==> src/pixel_pkg.sv <==
package pixel_pkg;

	// merged HDR sample coming out of the exposure fusion stage
	localparam int sample_w = 12;

	// fixed point used by the tone curve, 1.0 is 1 << fp
	localparam int fp = 8;

	// key value a = 0.18 in the fp format
	localparam int key = 46;

	localparam int n_chan = 3;

	// RGB565 code widths
	localparam int red_w = 5;
	localparam int green_w = 6;
	localparam int blue_w = 5;

	// full scale codes per channel
	localparam int red_max = 31;
	localparam int green_max = 63;
	localparam int blue_max = 31;

	// adaptation level used until the first frame has been measured
	localparam int mean_reset = 256;

endpackage

==> src/mem_pkg.sv <==
package mem_pkg;

	// one burst beat towards frame memory
	localparam int word_w = 128;

	// RGB565 pixels packed per beat
	localparam int pix_per_word = 8;

	localparam int addr_w = 25;

	// frame buffer region, in word addresses
	localparam logic [addr_w-1:0] def_base = 25'hE1000;
	localparam logic [addr_w-1:0] def_limit = 25'h12C000;

endpackage

==> src/luma_stats.sv <==
`timescale 1ns/1ps

module luma_stats #(
	parameter int n_pixels = 307200
) (
	input  logic                           clk,
	input  logic                           rst_n,
	input  logic                           hdr_done,
	input  logic [pixel_pkg::sample_w-1:0] le_red,
	input  logic [pixel_pkg::sample_w-1:0] le_green,
	input  logic [pixel_pkg::sample_w-1:0] le_blue,
	input  logic                           frame_done,
	output logic                           pix_valid,
	output logic [pixel_pkg::sample_w-1:0] sample_r,
	output logic [pixel_pkg::sample_w-1:0] sample_g,
	output logic [pixel_pkg::sample_w-1:0] sample_b,
	output logic [pixel_pkg::sample_w-1:0] mean_r,
	output logic [pixel_pkg::sample_w-1:0] mean_g,
	output logic [pixel_pkg::sample_w-1:0] mean_b
);

	localparam int sw = pixel_pkg::sample_w;
	// wide enough for n_pixels full scale samples
	localparam int sum_w = sw + $clog2(n_pixels + 1);

	logic [sw-1:0]    le_in    [pixel_pkg::n_chan];
	logic [sum_w-1:0] sum      [pixel_pkg::n_chan];
	logic [sw-1:0]    mean_q   [pixel_pkg::n_chan];
	logic [sw-1:0]    new_mean [pixel_pkg::n_chan];

	assign le_in[0] = le_red;
	assign le_in[1] = le_green;
	assign le_in[2] = le_blue;

	// frame average, never below 1 so the lanes never divide by zero
	always_comb begin
		for (int c = 0; c < pixel_pkg::n_chan; c++) begin
			new_mean[c] = sw'(sum[c] / sum_w'(n_pixels));
			if (new_mean[c] == '0)
				new_mean[c] = sw'(1);
		end
	end

	always_ff @(posedge clk) begin
		if (!rst_n) begin
			pix_valid <= 1'b0;
			for (int c = 0; c < pixel_pkg::n_chan; c++) begin
				sum[c] <= '0;
				mean_q[c] <= sw'(pixel_pkg::mean_reset);
			end
		end else begin
			pix_valid <= hdr_done;
			for (int c = 0; c < pixel_pkg::n_chan; c++) begin
				if (hdr_done) begin
					sum[c] <= sum[c] + sum_w'(le_in[c]);
				end else if (frame_done) begin
					sum[c] <= '0;
					mean_q[c] <= new_mean[c];
				end
			end
		end
	end

	// pixel and the adaptation level it is mapped with
	always_ff @(posedge clk) begin
		if (hdr_done) begin
			sample_r <= le_red;
			sample_g <= le_green;
			sample_b <= le_blue;
			mean_r <= mean_q[0];
			mean_g <= mean_q[1];
			mean_b <= mean_q[2];
		end
	end

endmodule

==> src/tone_lane.sv <==
`timescale 1ns/1ps

module tone_lane #(
	parameter int out_w = 5,
	parameter int out_max = 31
) (
	input  logic                           clk,
	input  logic                           rst_n,
	input  logic                           pix_valid,
	input  logic [pixel_pkg::sample_w-1:0] sample,
	input  logic [pixel_pkg::sample_w-1:0] mean,
	output logic                           code_valid,
	output logic [out_w-1:0]               code
);

	// s = sample * key / mean peaks at 4095 * 46 with mean 1
	localparam int s_w = pixel_pkg::sample_w + $clog2(pixel_pkg::key + 1);
	localparam int d_w = s_w + 1;
	localparam int n_w = s_w + out_w;
	localparam int one = 1 << pixel_pkg::fp;

	logic [s_w-1:0] scaled;
	logic [s_w-1:0] s_next;
	logic [s_w-1:0] s_q;
	logic           s_valid;
	logic [n_w-1:0] num;
	logic [d_w-1:0] den;

	// stage 1, luminance scaled by the key over the channel mean
	assign scaled = s_w'(sample) * s_w'(pixel_pkg::key);
	assign s_next = scaled / s_w'(mean);

	// stage 2, Reinhard compression s / (1 + s) to full scale
	assign num = n_w'(s_q) * n_w'(out_max);
	assign den = d_w'(s_q) + d_w'(one);

	always_ff @(posedge clk) begin
		if (!rst_n) begin
			s_valid <= 1'b0;
			code_valid <= 1'b0;
		end else begin
			s_valid <= pix_valid;
			code_valid <= s_valid;
		end
	end

	always_ff @(posedge clk) begin
		if (pix_valid)
			s_q <= s_next;
		if (s_valid)
			code <= out_w'(num / n_w'(den));
	end

endmodule

==> src/rgb565_packer.sv <==
`timescale 1ns/1ps

module rgb565_packer (
	input  logic                          clk,
	input  logic                          rst_n,
	input  logic                          code_valid,
	input  logic [pixel_pkg::red_w-1:0]   code_r,
	input  logic [pixel_pkg::green_w-1:0] code_g,
	input  logic [pixel_pkg::blue_w-1:0]  code_b,
	output logic                          word_valid,
	output logic [mem_pkg::word_w-1:0]    word_data
);

	localparam int pix_w = mem_pkg::word_w / mem_pkg::pix_per_word;
	localparam int slot_w = $clog2(mem_pkg::pix_per_word);
	localparam logic [slot_w-1:0] final_slot = slot_w'(mem_pkg::pix_per_word - 1);

	logic [slot_w-1:0]          slot;
	logic [pix_w-1:0]           pix;
	logic [mem_pkg::word_w-1:0] fill;
	logic [mem_pkg::word_w-1:0] fill_next;

	// low byte {red, green[5:3]}, high byte {green[2:0], blue}
	assign pix = {code_g[2:0], code_b, code_r, code_g[pixel_pkg::green_w-1:3]};

	always_comb begin
		fill_next = fill;
		fill_next[slot*pix_w +: pix_w] = pix;
	end

	always_ff @(posedge clk) begin
		if (!rst_n) begin
			slot <= '0;
			word_valid <= 1'b0;
		end else begin
			word_valid <= code_valid && (slot == final_slot);
			if (code_valid)
				slot <= slot + 1'b1;
		end
	end

	// completed word is copied out so the next one can start filling at once
	always_ff @(posedge clk) begin
		if (code_valid) begin
			fill <= fill_next;
			if (slot == final_slot)
				word_data <= fill_next;
		end
	end

endmodule

==> src/ram_writer.sv <==
`timescale 1ns/1ps

module ram_writer #(
	parameter logic [mem_pkg::addr_w-1:0] base_addr = mem_pkg::def_base,
	parameter logic [mem_pkg::addr_w-1:0] limit_addr = mem_pkg::def_limit
) (
	input  logic                       clk,
	input  logic                       rst_n,
	input  logic                       word_valid,
	input  logic [mem_pkg::word_w-1:0] word_data,
	input  logic                       ram_busy,
	output logic                       wr_req,
	output logic [mem_pkg::word_w-1:0] wr_data,
	output logic [mem_pkg::addr_w-1:0] wr_address,
	output logic                       last_slot,
	output logic                       overrun
);

	logic pending;
	logic want;

	// a word is waiting, either arriving now or held from before
	assign want = word_valid || pending;

	always_ff @(posedge clk) begin
		if (!rst_n) begin
			pending <= 1'b0;
			wr_req <= 1'b0;
			overrun <= 1'b0;
			wr_address <= base_addr;
		end else begin
			// busy is sampled here, so the request follows a free cycle
			wr_req <= want && !ram_busy;
			pending <= want && ram_busy;
			// new word replaces one that never reached memory
			overrun <= word_valid && pending;
			if (wr_req) begin
				if (wr_address == limit_addr)
					wr_address <= base_addr;
				else
					wr_address <= wr_address + 1'b1;
			end
		end
	end

	always_ff @(posedge clk) begin
		if (word_valid)
			wr_data <= word_data;
	end

	assign last_slot = (wr_address == limit_addr);

endmodule

==> src/tone_map.sv <==
`timescale 1ns/1ps

module tone_map #(
	parameter int n_pixels = 307200,
	parameter logic [mem_pkg::addr_w-1:0] base_addr = mem_pkg::def_base,
	parameter logic [mem_pkg::addr_w-1:0] limit_addr = mem_pkg::def_limit
) (
	input  logic                           clk,
	input  logic                           rst_n,
	input  logic                           hdr_done,
	input  logic [pixel_pkg::sample_w-1:0] le_red,
	input  logic [pixel_pkg::sample_w-1:0] le_green,
	input  logic [pixel_pkg::sample_w-1:0] le_blue,
	input  logic                           frame_done,
	input  logic                           ram_busy,
	output logic                           wr_req,
	output logic [mem_pkg::word_w-1:0]     wr_data,
	output logic [mem_pkg::addr_w-1:0]     wr_address,
	output logic                           last_slot,
	output logic                           overrun
);

	logic                             pix_valid;
	logic [pixel_pkg::sample_w-1:0]   sample [pixel_pkg::n_chan];
	logic [pixel_pkg::sample_w-1:0]   mean   [pixel_pkg::n_chan];
	logic [pixel_pkg::n_chan-1:0]     lane_valid;
	logic                             word_valid;
	logic [mem_pkg::word_w-1:0]       word_data;

	luma_stats #(
		.n_pixels(n_pixels)
	) luma_stats_i (
		.clk(clk),
		.rst_n(rst_n),
		.hdr_done(hdr_done),
		.le_red(le_red),
		.le_green(le_green),
		.le_blue(le_blue),
		.frame_done(frame_done),
		.pix_valid(pix_valid),
		.sample_r(sample[0]),
		.sample_g(sample[1]),
		.sample_b(sample[2]),
		.mean_r(mean[0]),
		.mean_g(mean[1]),
		.mean_b(mean[2])
	);

	for (genvar c = 0; c < pixel_pkg::n_chan; c++) begin : lane_g
		localparam int out_w = (c == 0) ? pixel_pkg::red_w :
			(c == 1) ? pixel_pkg::green_w : pixel_pkg::blue_w;
		localparam int out_max = (c == 0) ? pixel_pkg::red_max :
			(c == 1) ? pixel_pkg::green_max : pixel_pkg::blue_max;

		logic [out_w-1:0] code;

		tone_lane #(
			.out_w(out_w),
			.out_max(out_max)
		) tone_lane_i (
			.clk(clk),
			.rst_n(rst_n),
			.pix_valid(pix_valid),
			.sample(sample[c]),
			.mean(mean[c]),
			.code_valid(lane_valid[c]),
			.code(code)
		);
	end

	// lanes run in lockstep, so lane 0 stands for the whole pixel
	rgb565_packer rgb565_packer_i (
		.clk(clk),
		.rst_n(rst_n),
		.code_valid(lane_valid[0]),
		.code_r(lane_g[0].code),
		.code_g(lane_g[1].code),
		.code_b(lane_g[2].code),
		.word_valid(word_valid),
		.word_data(word_data)
	);

	ram_writer #(
		.base_addr(base_addr),
		.limit_addr(limit_addr)
	) ram_writer_i (
		.clk(clk),
		.rst_n(rst_n),
		.word_valid(word_valid),
		.word_data(word_data),
		.ram_busy(ram_busy),
		.wr_req(wr_req),
		.wr_data(wr_data),
		.wr_address(wr_address),
		.last_slot(last_slot),
		.overrun(overrun)
	);

endmodule

==> config.mk <==
export PLATFORM = sky130hd
export DESIGN_NAME = tone_map
export DESIGN_NICKNAME = d
export VERILOG_FILES = /design/src/pixel_pkg.sv /design/src/mem_pkg.sv /design/src/luma_stats.sv /design/src/tone_lane.sv /design/src/rgb565_packer.sv /design/src/ram_writer.sv /design/src/tone_map.sv
export SDC_FILE = /design/constraint.sdc
export NUM_CORES = 2
export LEC_CHECK = 0
export ABC_AREA = 1
export BUFFER_PORTS_ARGS = -buffer_cell sky130_fd_sc_hd__buf_2
export CORE_UTILIZATION = 45
export DETAILED_ROUTE_END_ITERATION = 6
export HOLD_SLACK_MARGIN = 0.06
export MAX_ROUTING_LAYER = met4
export SYNTH_ARGS = -nofsm -noshare
export SYNTH_HDL_FRONTEND = slang
export SYNTH_SLANG_ARGS = --single-unit
==> constraint.sdc <==
create_clock -name clk -period 134.4 [get_ports clk]
set_clock_uncertainty 0.05 [all_clocks]
set_input_delay 6.72 -clock clk [delete_from_list [all_inputs] [get_ports clk]]
set_output_delay 6.72 -clock clk [all_outputs]
set_load 0.03 [all_outputs]
==> impl_results.md <==
* Outcome: complete, but fails checks
* Failing checks: design-rule violations
* Number of global-route vias before repair at 83,380
* Final wirelength at 245.5 mm
* Vias post-DR at 89,420
* Slew Limit Fails at 0
* RR Startpoint: lane_g[1].tone_lane_i.s_q[2]
* Multi-input gate area at 73,120 sq um
* Final period util at 0.5203
* R2R setup slack at 64.48 ns
* Yosys reg bits at 690
* Post-Syn Instances at 14,350
* Die Ht at 478.5 um
* Ant diodes at 0
* Worst hold path type: flop to flop
* Share of layout cells above drive strength 1 at 0.06726
* # fillers at 22,800
* Routed Antenna Nets at 0
* Post-synth EDFFs at 624
* Gpl congestion at 0.8898
* RSZ-0062 raised after global routing: false
* Synth area leaders: ha_1 19%, edfxtp_1 18%, nand2_1 11%, inv_1 7.9%, a21oi_1 5.6%
* Port Buffers at 196
* Worst hold margin at 0.3388 ns
* Worst-case reg-to-reg path depth at 448
* # hold bufs at CTS at 0
* WHS Path Cells at 0
* First-pass GRT wire length at 410.4 mm
* DR vias/cell at 5.083
* DRC viols at 25
* Crit. Startpoint: lane_g[1].tone_lane_i.s_q[2]
* Clock buffer depth at 3
* Yosys warnings at 0
* Post-CTS resize count at 0
* Die X at 478.5 um
* Sequential share of the synthesized area at 0.1963
* Syn Std Cell Area at 102,200 sq um
* Slew headroom at 0.2235
* Crit. End Element: flop
* CP peak stage delay at 0.83 ns
* Crit path DAT at 70.35 ns
* H-tree Lvls at 3
* Synth Flop Type: edfxtp_1
* Initial Util at 0.4534
* Slowest stage cell, crit path: nand3_1
* Clock Latency Late Sink at 0.72 ns
* CTS Sinks at 690
* Total CTS buffers at 83
* Syn Nets at 16,150
* Setup TNS at 0 ns
* Crit start category: flop
* CP Class: flop to flop
* Post-CTS Setup Inserts at 0
* Hold path startpoint: rgb565_packer_i.word_data[13]
* Post-synth ARST share at 0
* Final worst slack at 64.48 ns
* Rows at 174
* Post-place setup slack at 64.90 ns
* Crit Reg-Reg Endpoint: lane_g[1].tone_lane_i.code[0]
* Synth top area share at 0.1907
* IO Count at 197
* Initial antenna violation count at 5
* Initial DRC count at 4,423
* CTS root buffer: clkbuf_16
* Final nets at 16,330
* Fmax achieved at 0.01430 GHz
* Pin count of the biggest net entering global routing at 76
* TritonRoute pass-1 iters at 7
* GRT Overall Usage at 0.2188
* Worst Setup EP: lane_g[1].tone_lane_i.code[0]
* Crit path time final at 69.92 ns
* Yosys cell types at 72
* FF+latch area at 20,070 sq um
* Post-DP HPWL at 195.9 mm
* CP required at 134.83 ns
* Worst-margin pin slew at 1.162 ns
* TritonCTS clock tree: yes
* Total congestion overflow at 0
* Post-synth top area cell: ha_1
* Final hold viol count at 0
* Area Growth Syn to Fin at 7.378%
* Mean area per synthesized cell at 7.119 sq um
* Crit Path Max Fanout at 35
* Max_cap viols at 0
* Finish-stage setup viols at 0
* Critical Path Most Common Cell: inv_1
* Clock slew at reported path FFs at 0.07 ns
* Avg WL per Cell at 13.96 um
* Die area at 229,000 sq um
* Core Area at 225,300 sq um
## kinds of logic (layout without fill, tap and decap cells)
family                     Yosys count  after routing  synth area share
and+or+nand+nor                   5630           5630            0.2403
xor gates and xnor gates           968            968           0.08305
muxes                                9              9         0.0008818
AOI/OAI and AO/OA                 2900           2900            0.1605
DFF                                690            690            0.1963
buffers and inverters             2397           2646           0.08905
adders and majority gates         1757           1757            0.2299
## layout make-up
| cell class | count | area share |
|---|---|---|
| clock buffers | 99 | 0.02006 |
| clock inverters | 53 | 0.005098 |
| inverters | 2191 | 0.07503 |
| multi-input cells | 11260 | 0.6665 |
| flip-flops and latches | 690 | 0.1829 |
| well taps | 2992 | 0.03412 |
| repair buffers | 303 | 0.01629 |
## how the worst min path moves through the flow
stage | endpoint | slack, ns
2_1_floorplan | luma_stats_i.mean_b[0] | 0.35
3_3_place_gp | ram_writer_i.wr_data[66] | 0.35
3_5_place_dp | luma_stats_i.mean_b[5] | 0.35
4_1_cts | ram_writer_i.wr_data[13] | 0.34
5_1_grt | ram_writer_i.wr_data[57] | 0.35
6_report | ram_writer_i.wr_data[13] | 0.34
## worst max-delay path: cells and delay by family (launching register included)
family	cells	cell delay (ns)
flops	1	0.38
fa+ha+maj	28	9.56
xor+xnor	1	0.22
simple gates	134	15.11
buf+inv	99	11.35
compound gates	186	32.91
## flip-flops by register name (all words and copies together) (netlist names)
register,cells
lane_g.tone_lane_i.s_q,54
ram_writer_i.wr_address,25
luma_stats_i.sum,93
luma_stats_i.mean_r,12
lane_g.tone_lane_i.code,16
luma_stats_i.pix_valid,1
luma_stats_i.mean_g,12
ram_writer_i.overrun,1
ram_writer_i.wr_data,128
luma_stats_i.sample_g,12
luma_stats_i.sample_r,12
rgb565_packer_i.slot,3
rgb565_packer_i.word_valid,1
rgb565_packer_i.fill,128
luma_stats_i.sample_b,12
lane_g.tone_lane_i.s_valid,1
rgb565_packer_i.word_data,128
luma_stats_i.mean_q,36
ram_writer_i.pending,1
lane_g.tone_lane_i.code_valid,1
luma_stats_i.mean_b,12
ram_writer_i.wr_req,1
## routing by layer
metal	GRT usage	part of all wire	up-vias
li1	-	-	48100
met1	0.2952	0.50	40040
met2	0.3584	0.45	1062
met3	0.01769	0.031	220
met4	0.04231	0.018	0
met5	-	0	-
## synthesized netlist by cell type, types with 9 or more instances
library cell,n
a211oi_1,18
a21boi_0,26
a21o_1,186
a21oi_1,1137
a21oi_2,13
a21oi_4,13
a31oi_1,47
and2_1,11
clkbuf_1,184
clkinv_1,14
dfxtp_1,66
edfxtp_1,624
fa_1,200
ha_1,1557
inv_1,2138
inv_2,38
mux2i_1,9
nand2_1,2973
nand2_2,165
nand2_4,56
nand3_1,625
nand3_2,42
nand3_4,11
nand3b_1,45
nand4_1,122
nor2_1,1169
nor2_2,28
nor3_1,165
nor4_1,49
o211ai_1,25
o21a_1,54
o21ai_0,1048
o21ai_1,31
o21ai_2,10
o21bai_1,141
o221ai_1,13
o31ai_1,91
or2_2,142
xnor2_1,400
xor2_1,567
## layout by cell type (no fill, tap or decap), drive strengths merged, types with 5 or more instances in the layout
master and n:
ha 1557, xor2 568, a211oi 18, a21boi 27, nand4 122, a221o 6, o21ai 1091, inv 2182
o2111ai 6, xnor2 400, or3 8, nor4 49, o21a 54, nor3 165, bufinv 6, o21bai 141
clkinv 52, dfxtp 66, edfxtp 624, mux2i 9, and2 11, o211ai 25, clkbuf 99, fa 200
nand3 678, o31ai 91, or2 142, buf 303, a31oi 47, a21o 187, a221oi 5, a21oi 1163
nand3b 45, o221ai 13, nor2 1202, nand2 3196
## through the flow
stage / utilization / area, sq um / std cells
2_1_floorplan: - / 102200 / 14350
3_3_place_gp: 0.4746 / 106900 / 17440
6_report: 0.4869 / 109700 / 17590
5_1_grt: 0.4869 / 109700 / 17590
4_1_cts: 0.4869 / 109700 / 17590
3_5_place_dp: 0.4746 / 106900 / 17440
Power is left out: the tool's default activity adds up to more than one toggle a clock period on the data nets, which glitch-free logic cannot reach.
